File: config.mk
export PLATFORM = sky130hd
export DESIGN_NAME = noise_estimation_top
export DESIGN_NICKNAME = d
export VERILOG_FILES = /design/src/common/noise_pkg.sv /design/src/logic/noise_estimation_top.sv /design/src/logic/noise_tracker.sv /design/src/logic/block_activity.sv /design/src/reader/block_reader.sv
export VERILOG_INCLUDE_DIRS = /design/src /design/src/common
export SDC_FILE = /design/constraint.sdc
export NUM_CORES = 1
export LEC_CHECK = 0
export BUFFER_PORTS_ARGS = -buffer_cell sky130_fd_sc_hd__buf_2
export CORE_MARGIN = 5
export CORE_UTILIZATION = 45
export DETAILED_ROUTE_END_ITERATION = 12
export GPL_TIMING_DRIVEN = 0
export PLACE_DENSITY_LB_ADDON = 0.3
export SETUP_SLACK_MARGIN = 0.02
export SYNTH_ARGS = -nofsm -noshare
export SYNTH_HDL_FRONTEND = slang
export SYNTH_SLANG_ARGS = --single-unit
File: constraint.sdc
create_clock -name clk -period 9.5 [get_ports clk]
set_clock_uncertainty 0.05 [all_clocks]
set_input_delay 1.9 -clock clk [delete_from_list [all_inputs] [get_ports clk]]
set_output_delay 1.9 -clock clk [all_outputs]
set_load 0.005 [all_outputs]
File: src/common/noise_params.svh
// sizes and widths shared by the noise estimation blocks
// include in every file that needs a width or the block size
`ifndef NOISE_PARAMS_SVH
`define NOISE_PARAMS_SVH

`define BLOCK_SIZE 8   // block edge in pixels
`define BLOCK_LOG2 3   // log2 of the block edge, also the width of px and py

`define PIXEL_W 8
`define ADDR_W 32      // byte address
`define DIM_W 16       // frame width and height

// enough for 56 differences of 255
`define ACT_W 16

`define LEN_W 4        // burst length field, holds BLOCK_SIZE

`endif
File: src/common/noise_pkg.sv
// types passed between the reader, the activity stage and the tracker
// import with a wildcard in the module header
`default_nettype none
`include "noise_params.svh"

package noise_pkg;

	// one burst request, start is a one-cycle strobe
	typedef struct packed {
		logic                start;
		logic [`ADDR_W-1:0]  addr;
		logic [`LEN_W-1:0]   len;    // beats in the burst
	} read_req_t;

	// one pixel tagged with its place in the block and the frame
	typedef struct packed {
		logic                   valid;
		logic [`PIXEL_W-1:0]    pixel;
		logic [`BLOCK_LOG2-1:0] px;  // column inside the block
		logic [`BLOCK_LOG2-1:0] py;  // row inside the block
		logic                   first_of_block;
		logic                   last_of_block;
		logic                   last_of_frame;
	} pixel_beat_t;

	// activity of one finished block
	typedef struct packed {
		logic               valid;
		logic [`ACT_W-1:0]  activity;
		logic               last_of_frame;
	} block_stat_t;

	typedef struct packed {
		logic [`ACT_W-1:0]  estimate;   // smallest block activity of the frame
		logic [`ADDR_W-1:0] base_addr;
	} noise_result_t;

endpackage

`default_nettype wire

File: src/logic/noise_estimation_top.sv
// noise estimation top: block reader, activity stage and minimum tracker
// frame geometry and base must stay steady while a frame is read
`default_nettype none
`include "noise_params.svh"

module noise_estimation_top import noise_pkg::*; (
	input  wire logic                clk,
	input  wire logic                rst_n,
	input  wire logic                frame_ready,
	input  wire logic [`DIM_W-1:0]   frame_width,
	input  wire logic [`DIM_W-1:0]   frame_height,
	input  wire logic [`ADDR_W-1:0]  frame_base,
	input  wire logic                rvalid,
	input  wire logic [`PIXEL_W-1:0] rdata,
	input  wire logic                rlast,
	input  wire logic                estimated_noise_ready,
	output read_req_t                read_req,
	output logic                     noise_estimation_en,
	output logic                     start_of_frame,
	output logic                     start_data,
	output logic                     result_valid,
	output noise_result_t            result
);

	pixel_beat_t beat;
	block_stat_t stat;
	logic        result_pending;

	block_reader u_reader (
		.clk                 (clk),
		.rst_n               (rst_n),
		.frame_ready         (frame_ready),
		.frame_width         (frame_width),
		.frame_height        (frame_height),
		.frame_base          (frame_base),
		.rvalid              (rvalid),
		.rlast               (rlast),
		.rdata               (rdata),
		.result_pending      (result_pending),
		.read_req            (read_req),
		.beat                (beat),
		.noise_estimation_en (noise_estimation_en),
		.start_of_frame      (start_of_frame),
		.start_data          (start_data)
	);

	block_activity u_activity (
		.clk   (clk),
		.rst_n (rst_n),
		.beat  (beat),
		.stat  (stat)
	);

	noise_tracker u_tracker (
		.clk                   (clk),
		.rst_n                 (rst_n),
		.stat                  (stat),
		.frame_base            (frame_base),
		.estimated_noise_ready (estimated_noise_ready),
		.result_valid          (result_valid),
		.result_pending        (result_pending),
		.result                (result)
	);

endmodule

`default_nettype wire

File: src/logic/noise_tracker.sv
// keeps the smallest block activity of a frame as its noise estimate
// and holds it until estimated_noise_ready takes it
`default_nettype none
`include "noise_params.svh"

module noise_tracker import noise_pkg::*; (
	input  wire logic               clk,
	input  wire logic               rst_n,
	input  wire block_stat_t        stat,
	input  wire logic [`ADDR_W-1:0] frame_base,  // steady while the frame is read
	input  wire logic               estimated_noise_ready,
	output logic                    result_valid,
	output logic                    result_pending,
	output noise_result_t           result
);

	logic               in_flight;    // frame has delivered statistics
	logic [`ACT_W-1:0]  min_q;
	logic [`ACT_W-1:0]  min_next;
	logic [`ADDR_W-1:0] base_q;
	logic [`ACT_W-1:0]  est_q;
	logic [`ADDR_W-1:0] res_base_q;

	// first statistic of a frame restarts the minimum
	assign min_next = (!in_flight || stat.activity < min_q) ? stat.activity : min_q;

	always_ff @(posedge clk or negedge rst_n) begin
		if (!rst_n) begin
			in_flight    <= 1'b0;
			result_valid <= 1'b0;
		end else begin
			if (stat.valid) begin
				in_flight <= !stat.last_of_frame;
			end
			if (result_valid && estimated_noise_ready) begin
				result_valid <= 1'b0;
			end else if (stat.valid && stat.last_of_frame) begin
				result_valid <= 1'b1;
			end
		end
	end

	always_ff @(posedge clk) begin
		if (stat.valid) begin
			min_q <= min_next;
			if (!in_flight) begin
				base_q <= frame_base;
			end
			if (stat.last_of_frame) begin
				est_q      <= min_next;
				res_base_q <= in_flight ? base_q : frame_base;  // single block frame
			end
		end
	end

	assign result_pending = result_valid || in_flight;
	assign result         = '{estimate: est_q, base_addr: res_base_q};

	// reader must not start a frame while the estimate is held
	a_no_stat_while_held: assert property (@(posedge clk) disable iff (!rst_n)
		stat.valid |-> !result_valid);

endmodule

`default_nettype wire

File: src/logic/block_activity.sv
// block activity: sum of absolute horizontal neighbour differences inside
// each block row, one statistic per 8x8 block
`default_nettype none
`include "noise_params.svh"

module block_activity import noise_pkg::*; (
	input  wire logic        clk,
	input  wire logic        rst_n,
	input  wire pixel_beat_t beat,
	output block_stat_t      stat
);

	logic [`PIXEL_W-1:0] prev_pixel;   // left neighbour in the current row
	logic [`PIXEL_W-1:0] abs_diff;
	logic [`ACT_W-1:0]   sum_q;
	logic [`ACT_W-1:0]   sum_next;

	logic              stat_valid;
	logic              stat_last;
	logic [`ACT_W-1:0] stat_act;

	always_comb begin
		if (beat.pixel >= prev_pixel) begin
			abs_diff = beat.pixel - prev_pixel;
		end else begin
			abs_diff = prev_pixel - beat.pixel;
		end
	end

	// first pixel of a row has no left neighbour
	always_comb begin
		sum_next = beat.first_of_block ? '0 : sum_q;
		if (beat.px != '0) begin
			sum_next = sum_next + `ACT_W'(abs_diff);
		end
	end

	always_ff @(posedge clk) begin
		if (beat.valid) begin
			prev_pixel <= beat.pixel;
			sum_q      <= sum_next;
			if (beat.last_of_block) begin
				stat_act <= sum_next;
			end
		end
	end

	always_ff @(posedge clk or negedge rst_n) begin
		if (!rst_n) begin
			stat_valid <= 1'b0;
			stat_last  <= 1'b0;
		end else begin
			stat_valid <= beat.valid && beat.last_of_block;
			stat_last  <= beat.valid && beat.last_of_frame;
		end
	end

	assign stat = '{valid: stat_valid, activity: stat_act, last_of_frame: stat_last};

	// reader tagging must open a block at its top left pixel
	a_first_at_origin: assert property (@(posedge clk) disable iff (!rst_n)
		(beat.valid && beat.first_of_block) |-> (beat.px == '0 && beat.py == '0));

endmodule

`default_nettype wire

File: src/reader/block_reader.sv
// reads a frame one 8x8 block at a time, one burst per block row, and tags
// each returned pixel with its position in the block and the frame
`default_nettype none
`include "noise_params.svh"

module block_reader import noise_pkg::*; (
	input  wire logic                clk,
	input  wire logic                rst_n,
	input  wire logic                frame_ready,     // level, sampled in idle
	input  wire logic [`DIM_W-1:0]   frame_width,
	input  wire logic [`DIM_W-1:0]   frame_height,
	input  wire logic [`ADDR_W-1:0]  frame_base,
	input  wire logic                rvalid,
	input  wire logic                rlast,
	input  wire logic [`PIXEL_W-1:0] rdata,
	input  wire logic                result_pending,  // previous estimate not yet taken
	output read_req_t                read_req,
	output pixel_beat_t              beat,
	output logic                     noise_estimation_en,
	output logic                     start_of_frame,
	output logic                     start_data
);

	typedef enum logic [1:0] {
		st_idle,
		st_request,
		st_read,
		st_done
	} state_t;

	state_t state;
	state_t next_state;

	// frame geometry, latched when the frame is accepted
	logic [`ADDR_W-1:0] base_q;
	logic [`DIM_W-1:0]  width_q;
	logic [`DIM_W-1:0]  blocks_x;
	logic [`DIM_W-1:0]  blocks_y;

	logic [`BLOCK_LOG2-1:0] px;
	logic [`BLOCK_LOG2-1:0] py;
	logic [`DIM_W-1:0]      bcol;
	logic [`DIM_W-1:0]      brow;

	logic [`ADDR_W-1:0] addr_q;
	logic [`ADDR_W-1:0] next_addr;    // start of the following burst
	logic [`DIM_W-1:0]  next_line;
	logic [`DIM_W-1:0]  next_bcol;

	logic take;
	logic accept;
	logic px_last;
	logic py_last;
	logic col_last;
	logic row_last;
	logic block_end;
	logic frame_end;
	logic drained;

	// pixel tag registers
	logic                   beat_valid;
	logic                   beat_first;
	logic                   beat_last_blk;
	logic                   beat_last_frm;
	logic [`PIXEL_W-1:0]    beat_pixel;
	logic [`BLOCK_LOG2-1:0] beat_px;
	logic [`BLOCK_LOG2-1:0] beat_py;

	assign take      = rvalid && (state == st_read);
	assign accept    = (state == st_idle) && (next_state == st_request);
	assign px_last   = (px == `BLOCK_LOG2'(`BLOCK_SIZE - 1));
	assign py_last   = (py == `BLOCK_LOG2'(`BLOCK_SIZE - 1));
	assign col_last  = (bcol == blocks_x - `DIM_W'(1));
	assign row_last  = (brow == blocks_y - `DIM_W'(1));
	assign block_end = px_last && py_last;
	assign frame_end = block_end && col_last && row_last;

	always_comb begin
		next_state = state;
		case (state)
			st_idle: begin
				if (frame_ready && !result_pending) begin
					next_state = st_request;
				end
			end
			st_request: next_state = st_read;    // strobe lasts one cycle
			st_read: begin
				if (take && rlast) begin
					next_state = frame_end ? st_done : st_request;
				end
			end
			st_done: begin
				// two cycles let the last block reach the tracker
				if (drained) begin
					next_state = st_idle;
				end
			end
			default: next_state = st_idle;
		endcase
	end

	// line and block column of the burst after the current one
	always_comb begin
		next_line = (brow << `BLOCK_LOG2) + `DIM_W'(py) + `DIM_W'(1);
		next_bcol = bcol;
		if (py_last) begin
			next_bcol = col_last ? '0 : bcol + `DIM_W'(1);
			next_line = col_last ? (brow + `DIM_W'(1)) << `BLOCK_LOG2 : brow << `BLOCK_LOG2;
		end
	end

	always_ff @(posedge clk or negedge rst_n) begin
		if (!rst_n) begin
			state          <= st_idle;
			drained        <= 1'b0;
			px             <= '0;
			py             <= '0;
			bcol           <= '0;
			brow           <= '0;
			beat_valid     <= 1'b0;
			beat_first     <= 1'b0;
			beat_last_blk  <= 1'b0;
			beat_last_frm  <= 1'b0;
			start_of_frame <= 1'b0;
			start_data     <= 1'b0;
		end else begin
			state   <= next_state;
			drained <= (state == st_done) && !drained;

			beat_valid     <= take;
			beat_first     <= take && (px == '0) && (py == '0);
			beat_last_blk  <= take && block_end;
			beat_last_frm  <= take && frame_end;
			start_data     <= take && (px == '0) && (py == '0);
			start_of_frame <= take && (px == '0) && (py == '0) && (bcol == '0) && (brow == '0);

			if (accept) begin
				px   <= '0;
				py   <= '0;
				bcol <= '0;
				brow <= '0;
			end else if (take) begin
				if (px_last) begin
					px <= '0;
					py <= py + 1'b1;
					if (py_last) begin
						py <= '0;
						if (col_last) begin
							bcol <= '0;
							brow <= row_last ? '0 : brow + `DIM_W'(1);
						end else begin
							bcol <= bcol + `DIM_W'(1);
						end
					end
				end else begin
					px <= px + 1'b1;
				end
			end
		end
	end

	always_ff @(posedge clk) begin
		if (accept) begin
			base_q   <= frame_base;
			width_q  <= frame_width;
			blocks_x <= frame_width >> `BLOCK_LOG2;
			blocks_y <= frame_height >> `BLOCK_LOG2;
			addr_q   <= frame_base;
		end else if (take && rlast) begin
			addr_q <= next_addr;
		end
		// one beat ahead so the multiply has a full cycle
		if (take && px == `BLOCK_LOG2'(`BLOCK_SIZE - 2)) begin
			next_addr <= base_q + `ADDR_W'(next_line) * `ADDR_W'(width_q)
				+ (`ADDR_W'(next_bcol) << `BLOCK_LOG2);
		end
		if (take) begin
			beat_pixel <= rdata;
			beat_px    <= px;
			beat_py    <= py;
		end
	end

	assign noise_estimation_en = (state == st_read);

	assign read_req = '{start: (state == st_request), addr: addr_q,
		len: `LEN_W'(`BLOCK_SIZE)};

	assign beat = '{valid: beat_valid, pixel: beat_pixel, px: beat_px, py: beat_py,
		first_of_block: beat_first, last_of_block: beat_last_blk,
		last_of_frame: beat_last_frm};

	// memory closes a burst only on the last pixel of a block row
	a_rlast_on_row_end: assert property (@(posedge clk) disable iff (!rst_n)
		(rvalid && rlast) |-> px_last);

	a_no_beat_in_idle: assert property (@(posedge clk) disable iff (!rst_n)
		rvalid |-> (state != st_idle));

endmodule

`default_nettype wire

# After elaboration in Yosys (flattened, before gate mapping)

Index checks and enable logic that the tools add are counted.

Input bits: 78
Output and inout port bits: 89
Logic and storage cells: 130
Bits in registers: 335

Reduce and logical (&&, ||, !) cells: 41
Equality and inequality tests: 9
Multipliers: 1
Mux-type cells: 34
$add $sub $neg: 13
Order comparisons: 2

Operators with widths:

| kind                                                | number |
|---|---|
| 2-to-1 mux 16 bit                                   | 16 |
| 2-to-1 mux 32 bit                                   | 3 |
| adder 16 x 1 -> 16 bit (second input constant)      | 3 |
| adder 32 x 19 -> 32 bit                             | 1 |
| adder 32 bit                                        | 1 |
| == test 16 bit                                      | 2 |
| logical NOT 16 bit                                  | 2 |
| multiplier 16 x 16 -> 32 bit                        | 1 |
| subtractor 13 x 1 -> 14 bit (second input constant) | 2 |
| 2-to-1 mux 3 bit                                    | 7 |
| logical AND 1 bit                                   | 19 |
| adder 16 x 3 -> 16 bit                              | 1 |
| adder 16 x 8 -> 16 bit                              | 1 |
| < comparator 16 bit                                 | 1 |
| subtractor 8 bit                                    | 2 |
| nonzero test 2 bit                                  | 6 |
| == test 3 bit (second input constant)               | 3 |
| >= comparator 8 bit                                 | 1 |
| 2-to-1 mux 2 bit                                    | 4 |
| 2-to-1 mux 8 bit                                    | 1 |
| case mux 2 bit (4 select lines)                     | 1 |
| adder 3 x 1 -> 3 bit (second input constant)        | 2 |
| logical NOT 3 bit                                   | 2 |
| AND reduction 2 bit                                 | 3 |
| other kinds (8)                                     | 15 |

# Longest topological paths before layout

Depth in word-level cells: 11
Gate-level depth with buffers: 36
Gate-level depth less buffers: 31

# Modules after synthesis

A second synthesis with hierarchy kept.

Cells, all modules: 2388
Area total of the unflattened synthesis: 25283.0 µm²

By module, submodules not included:

| module         | seq. area each (µm²) | cells each | times used | area an instance (µm²) |
|---|---|---|---|---|
| block_reader   | 5325.1               | 1952       | 1          | 18725.5 |
| noise_tracker  | 2932.8               | 210        | 1          | 3997.6 |
| block_activity | 1251.2               | 226        | 1          | 2560.0 |

# Least setup slack after synthesis

Ideal clock, no wire load.

Kind: reg2reg
Start: reg u_reader.width_q[3]
End: reg u_reader.next_addr[28], data pin
Data required time: 9.255 ns
Setup time: 0.195 ns
Cell stages (with the launch flop): 34
Clock period less this slack: 9.605 ns
Path buffers: 4
Setup slack: -0.105 ns
Data arrival time: 9.360 ns
Cells stage by stage: edfxtp_1 -> clkbuf_1 -> inv_1 -> clkbuf_1 -> ha_1 -> nor4b_2 -> and4_1 -> a211o_1 -> nand3b_1 -> a2111oi_4 -> a21oi_2 -> buf_2 -> o21ai_1 -> buf_2 -> a21boi_1 -> fa_1 -> inv_1 -> fa_1 -> inv_1 -> fa_1 -> fa_1 -> fa_1 -> inv_1 -> fa_1 -> inv_1 -> ha_1 -> a21oi_1 -> o21ai_0 -> a2111oi_0 -> nor2_1 -> a2bb2o_1 -> nor3_1 -> or4b_2 -> o311ai_0

Longest elaborated chain between the ends: 3

RTL lines:

| what                                   | line                | text |
|---|---|---|
| start, declared                        | block_reader.sv:36  | `` logic [`DIM_W-1:0] width_q; `` |
| start signal, assigned                 | block_reader.sv:165 | `width_q <= frame_width;` |
| multiplier 16 x 16 -> 32 bit (no line) | --                  |  |
| adder 32 bit                           | block_reader.sv:174 | `` next_addr <= base_q + `ADDR_W'(next_line) * `ADDR_W'(width_q) `` |
| adder 32 x 19 -> 32 bit                | block_reader.sv:174 |  |
| end signal, assigned                   | block_reader.sv:174 |  |
| end, declared                          | block_reader.sv:46  | `` logic [`ADDR_W-1:0] next_addr; `` |

No other way between the ends.
A chain may end at the register's enable or synchronous reset.

# Final worst setup path

Start: reg u_reader.width_q[4]
End: reg u_reader.next_addr[28], data pin

Same word-level chain as after synthesis.

==> flow_summary.ini <==
[synth]
syn_avg_cell_area_um2 = 10.8
yosys_warnings = 0
synth_edf_count = 272
ys_ff_latch = 322
seq_area_frac_synth = 0.370
synth.distinct_cells = 83
syn_inst = 2353
synthArstFlopShare = 0.155
synth_top_flop_cell = edfxtp_1
synth.cell_area_um2 = 25500

[clock_network]
clkLatencyLatePin_ns = 0.59
cts_tree = built
cts_buffers = 38
cts_sinks = 322
clkTransAtPathRegs_ns = 0.06
cts-root-buf = clkbuf_16
clockBufferDepth = 3
cts.htree.levels = 2

[timing]
fin_crit_ns = 9.25
holdWs_ns = 0.407
timing.final.ws_setup_ns = 0.252
setup_tns_ns = 0
rsz0062_at_grt = true
maxClockFrequency_ghz = 0.108
hold_viol = 0
slew_violations = 0
post-route-period-util = 0.973
setup_viol = 0
relSlewSlack = 0.146
tightest_slew_ns = 1.28

[global_routing]
antenna_found_initial = 1
grt_util_all_layers = 0.226
grt_pass1_vias = 19380
grt_pass1_wl_um = 108000
grt_overflow_total = 0
grt_max_degree = 51

[floorplan]
die_y_um = 248
die_width_um = 248
ios = 167
initial_core_util = 0.453
die_area_um2 = 61400
core_area_um2 = 56200
placementRows = 87

[job]
maxCapViolCount = 0

[worst_setup_path]
crit_family = adder cells
rr_worst_depth = 33
setup.worst_path.start_class = flip-flop
r2r_end = u_reader.next_addr[28]$_DFFE_PP_
reg2reg_from = u_reader.width_q[4]$_DFFE_PP_
cp.required_ns = 9.82
crit_top_cell = fa_1
worstPathMaxFanout = 7
slowest_delay_ns = 0.60
critPathLaunch = u_reader.width_q[4]$_DFFE_PP_
crit_type = reg2reg
r2r_slack_ns = 0.25
cp.arrival_ns = 9.57
critPathBufInv = 9
critPathSlowestCell = or4b_2
end_kind = flip-flop

[routing]
first_pass_iters = 9
routed_wl_um = 69500
drtAntennaViolNets = 0
viasPerCell = 5.46
drt-initial-drc-count = 1177
drc = 0
wl_per_cell_um = 20.6
dr_total_vias = 18421

[min_path]
hold_path_class = reg2reg
hold_end = u_activity.stat_last$_DFF_PN0_
holdPathStages = 1
hp-start = u_reader.beat_last_frm$_DFF_PN0_

[pwr]
vdd_drop_max_uv = 187
leakage_nw = 12.8
power.density_nw_per_um2 = 179

[cells_and_area]
design_area_um2 = 29600
nets = 3065
fillers = 5020
syn2layout_area_growth_pct = 16.4
drive_above_1_share = 0.193
utilization = 0.527

[placed_design]
gp_congestion = 0.949
post-place-ws_ns = -2.38
placed_area_um2 = 27300
port_buffers = 159
dp_hpwl_um = 53900

[outcome]
status = complete, no violations
[layout by cell type, fill, tap and decap left out, types with 18 or more instances in the layout]
cell type	instances
buf_4	51
dfrtp_1	49
and2_1	48
buf_2	162
nor2b_1	19
edfxtp_1	272
a21oi_1	72
xnor2_1	62
inv_1	375
nand2_1	218
a21boi_1	34
clkbuf_1	80
clkbuf_16	39
nor2_1	66
nor4_1	27
fa_1	241
nor3_1	40
ha_1	146
a21bo_2	58
nand3_1	35
and3_1	18
o21ai_0	32
xor2_1	21
a21o_1	56
mux2_2	54
a21boi_0	24
[cell type report]
cell class / count / area, µm² / area share
multi-input combinational: 1526 / 14500 / 0.491
sequential: 322 / 9420 / 0.318
inverter: 379 / 1430 / 0.0482
timing repair buffer: 206 / 1250 / 0.0421
clock buffer: 41 / 972 / 0.0328
tap: 756 / 946 / 0.0319
buffer: 118 / 614 / 0.0207
clock inverter: 25 / 449 / 0.0152
antenna: 2 / 5.00 / 0.000169
[cell usage after synthesis, types with 10 or more instances]
cell type | number | area (µm²)
or3_1 | 18 | 113
a211o_1 | 17 | 149
nor4_1 | 29 | 181
mux2_2 | 54 | 608
a21bo_2 | 58 | 581
buf_2 | 15 | 75.1
nor2b_1 | 19 | 119
nand3_1 | 35 | 175
o31ai_1 | 10 | 75.1
nand2_1 | 220 | 826
xnor2_1 | 64 | 561
mux2i_1 | 11 | 110
a21o_1 | 56 | 420
and3_1 | 19 | 119
xor2_1 | 21 | 184
nand4_1 | 10 | 62.6
o21ai_1 | 12 | 60.1
inv_1 | 378 | 1420
nor3_1 | 42 | 210
ha_1 | 152 | 1900
a31oi_1 | 15 | 93.8
dfrtp_1 | 50 | 1250
nor2_1 | 68 | 255
and2_1 | 48 | 300
clkbuf_1 | 103 | 387
o21ai_0 | 33 | 165
fa_1 | 244 | 4880
a21boi_0 | 28 | 210
edfxtp_1 | 272 | 8170
a21boi_1 | 34 | 255
nand2b_1 | 12 | 75.1
a21oi_1 | 76 | 380
o21a_1 | 12 | 90.1
[through the flow]
stage / power, mW / cells
after floorplan: 3.07 / 2355
after global placement: 3.53 / 3270
after detailed placement: 3.60 / 3276
after CTS: 5.32 / 3349
after global routing: 5.60 / 3373
final: 5.31 / 3375
[flip-flops by register name (all words and copies together), names as in the netlist, 8 cells and up]
| register | cells |
|---|---|
| u_activity.prev_pixel | 8 |
| u_activity.stat_act | 16 |
| u_activity.sum_q | 16 |
| u_reader.addr_q | 32 |
| u_reader.base_q | 32 |
| u_reader.bcol | 16 |
| u_reader.beat_pixel | 8 |
| u_reader.blocks_y | 13 |
| u_reader.brow | 16 |
| u_reader.next_addr | 32 |
| u_reader.width_q | 16 |
| u_tracker.base_q | 32 |
| u_tracker.est_q | 16 |
| u_tracker.min_q | 16 |
| u_tracker.res_base_q | 32 |
[how the worst max path moves through the flow]
stage	slack [ns]	cells after the start	to
2_1_floorplan	0.02	33	u_reader.next_addr[28]$_DFFE_PP_
3_3_place_gp	-2.37	33	u_reader.next_addr[28]$_DFFE_PP_
3_5_place_dp	-2.38	33	u_reader.next_addr[28]$_DFFE_PP_
4_1_cts	0.06	34	u_reader.next_addr[28]$_DFFE_PP_
5_1_grt	-0.002	33	u_reader.next_addr[28]$_DFFE_PP_
6_report	0.25	33	u_reader.next_addr[28]$_DFFE_PP_
[per-layer routing]
| layer | global-route usage | vias up | share of wire |
|---|---|---|---|
| li1 | - | 8373 | - |
| met1 | 0.283 | 9293 | 0.40 |
| met2 | 0.396 | 596 | 0.51 |
| met3 | 0.0388 | 159 | 0.055 |
| met4 | 0.0785 | 0 | 0.036 |
| met5 | 0 | - | 0 |
[power breakdown]
| group | switching (mW) | internal (mW) | total (mW) |
|---|---|---|---|
| logic | 1.05 | 0.700 | 1.75 |
| registers | 0.107 | 1.82 | 1.93 |
| clock network | 0.635 | 1.00 | 1.64 |
| total | 1.79 | 3.52 | 5.31 |
[cell families after synthesis]
family / synth area share
AND/OR/NAND/NOR: 0.107
buffers and inverters: 0.0765
flip-flops: 0.370
other: 0.000295
AO/OA/AOI/OAI: 0.122
multiplexers: 0.0282
adder cells (fa/ha/maj): 0.267
XOR/XNOR: 0.0292
[repair_timing]
item | in CTS | in global routing
setup buffers | 14 | 26
gates resized for setup | 96 | 45
hold buffers | 0 | 0
cloned | 2 | 0
setup endpoints to repair | 22 | 8
pin swaps | 11 | 28
Power figures use the tool's default switching activity.
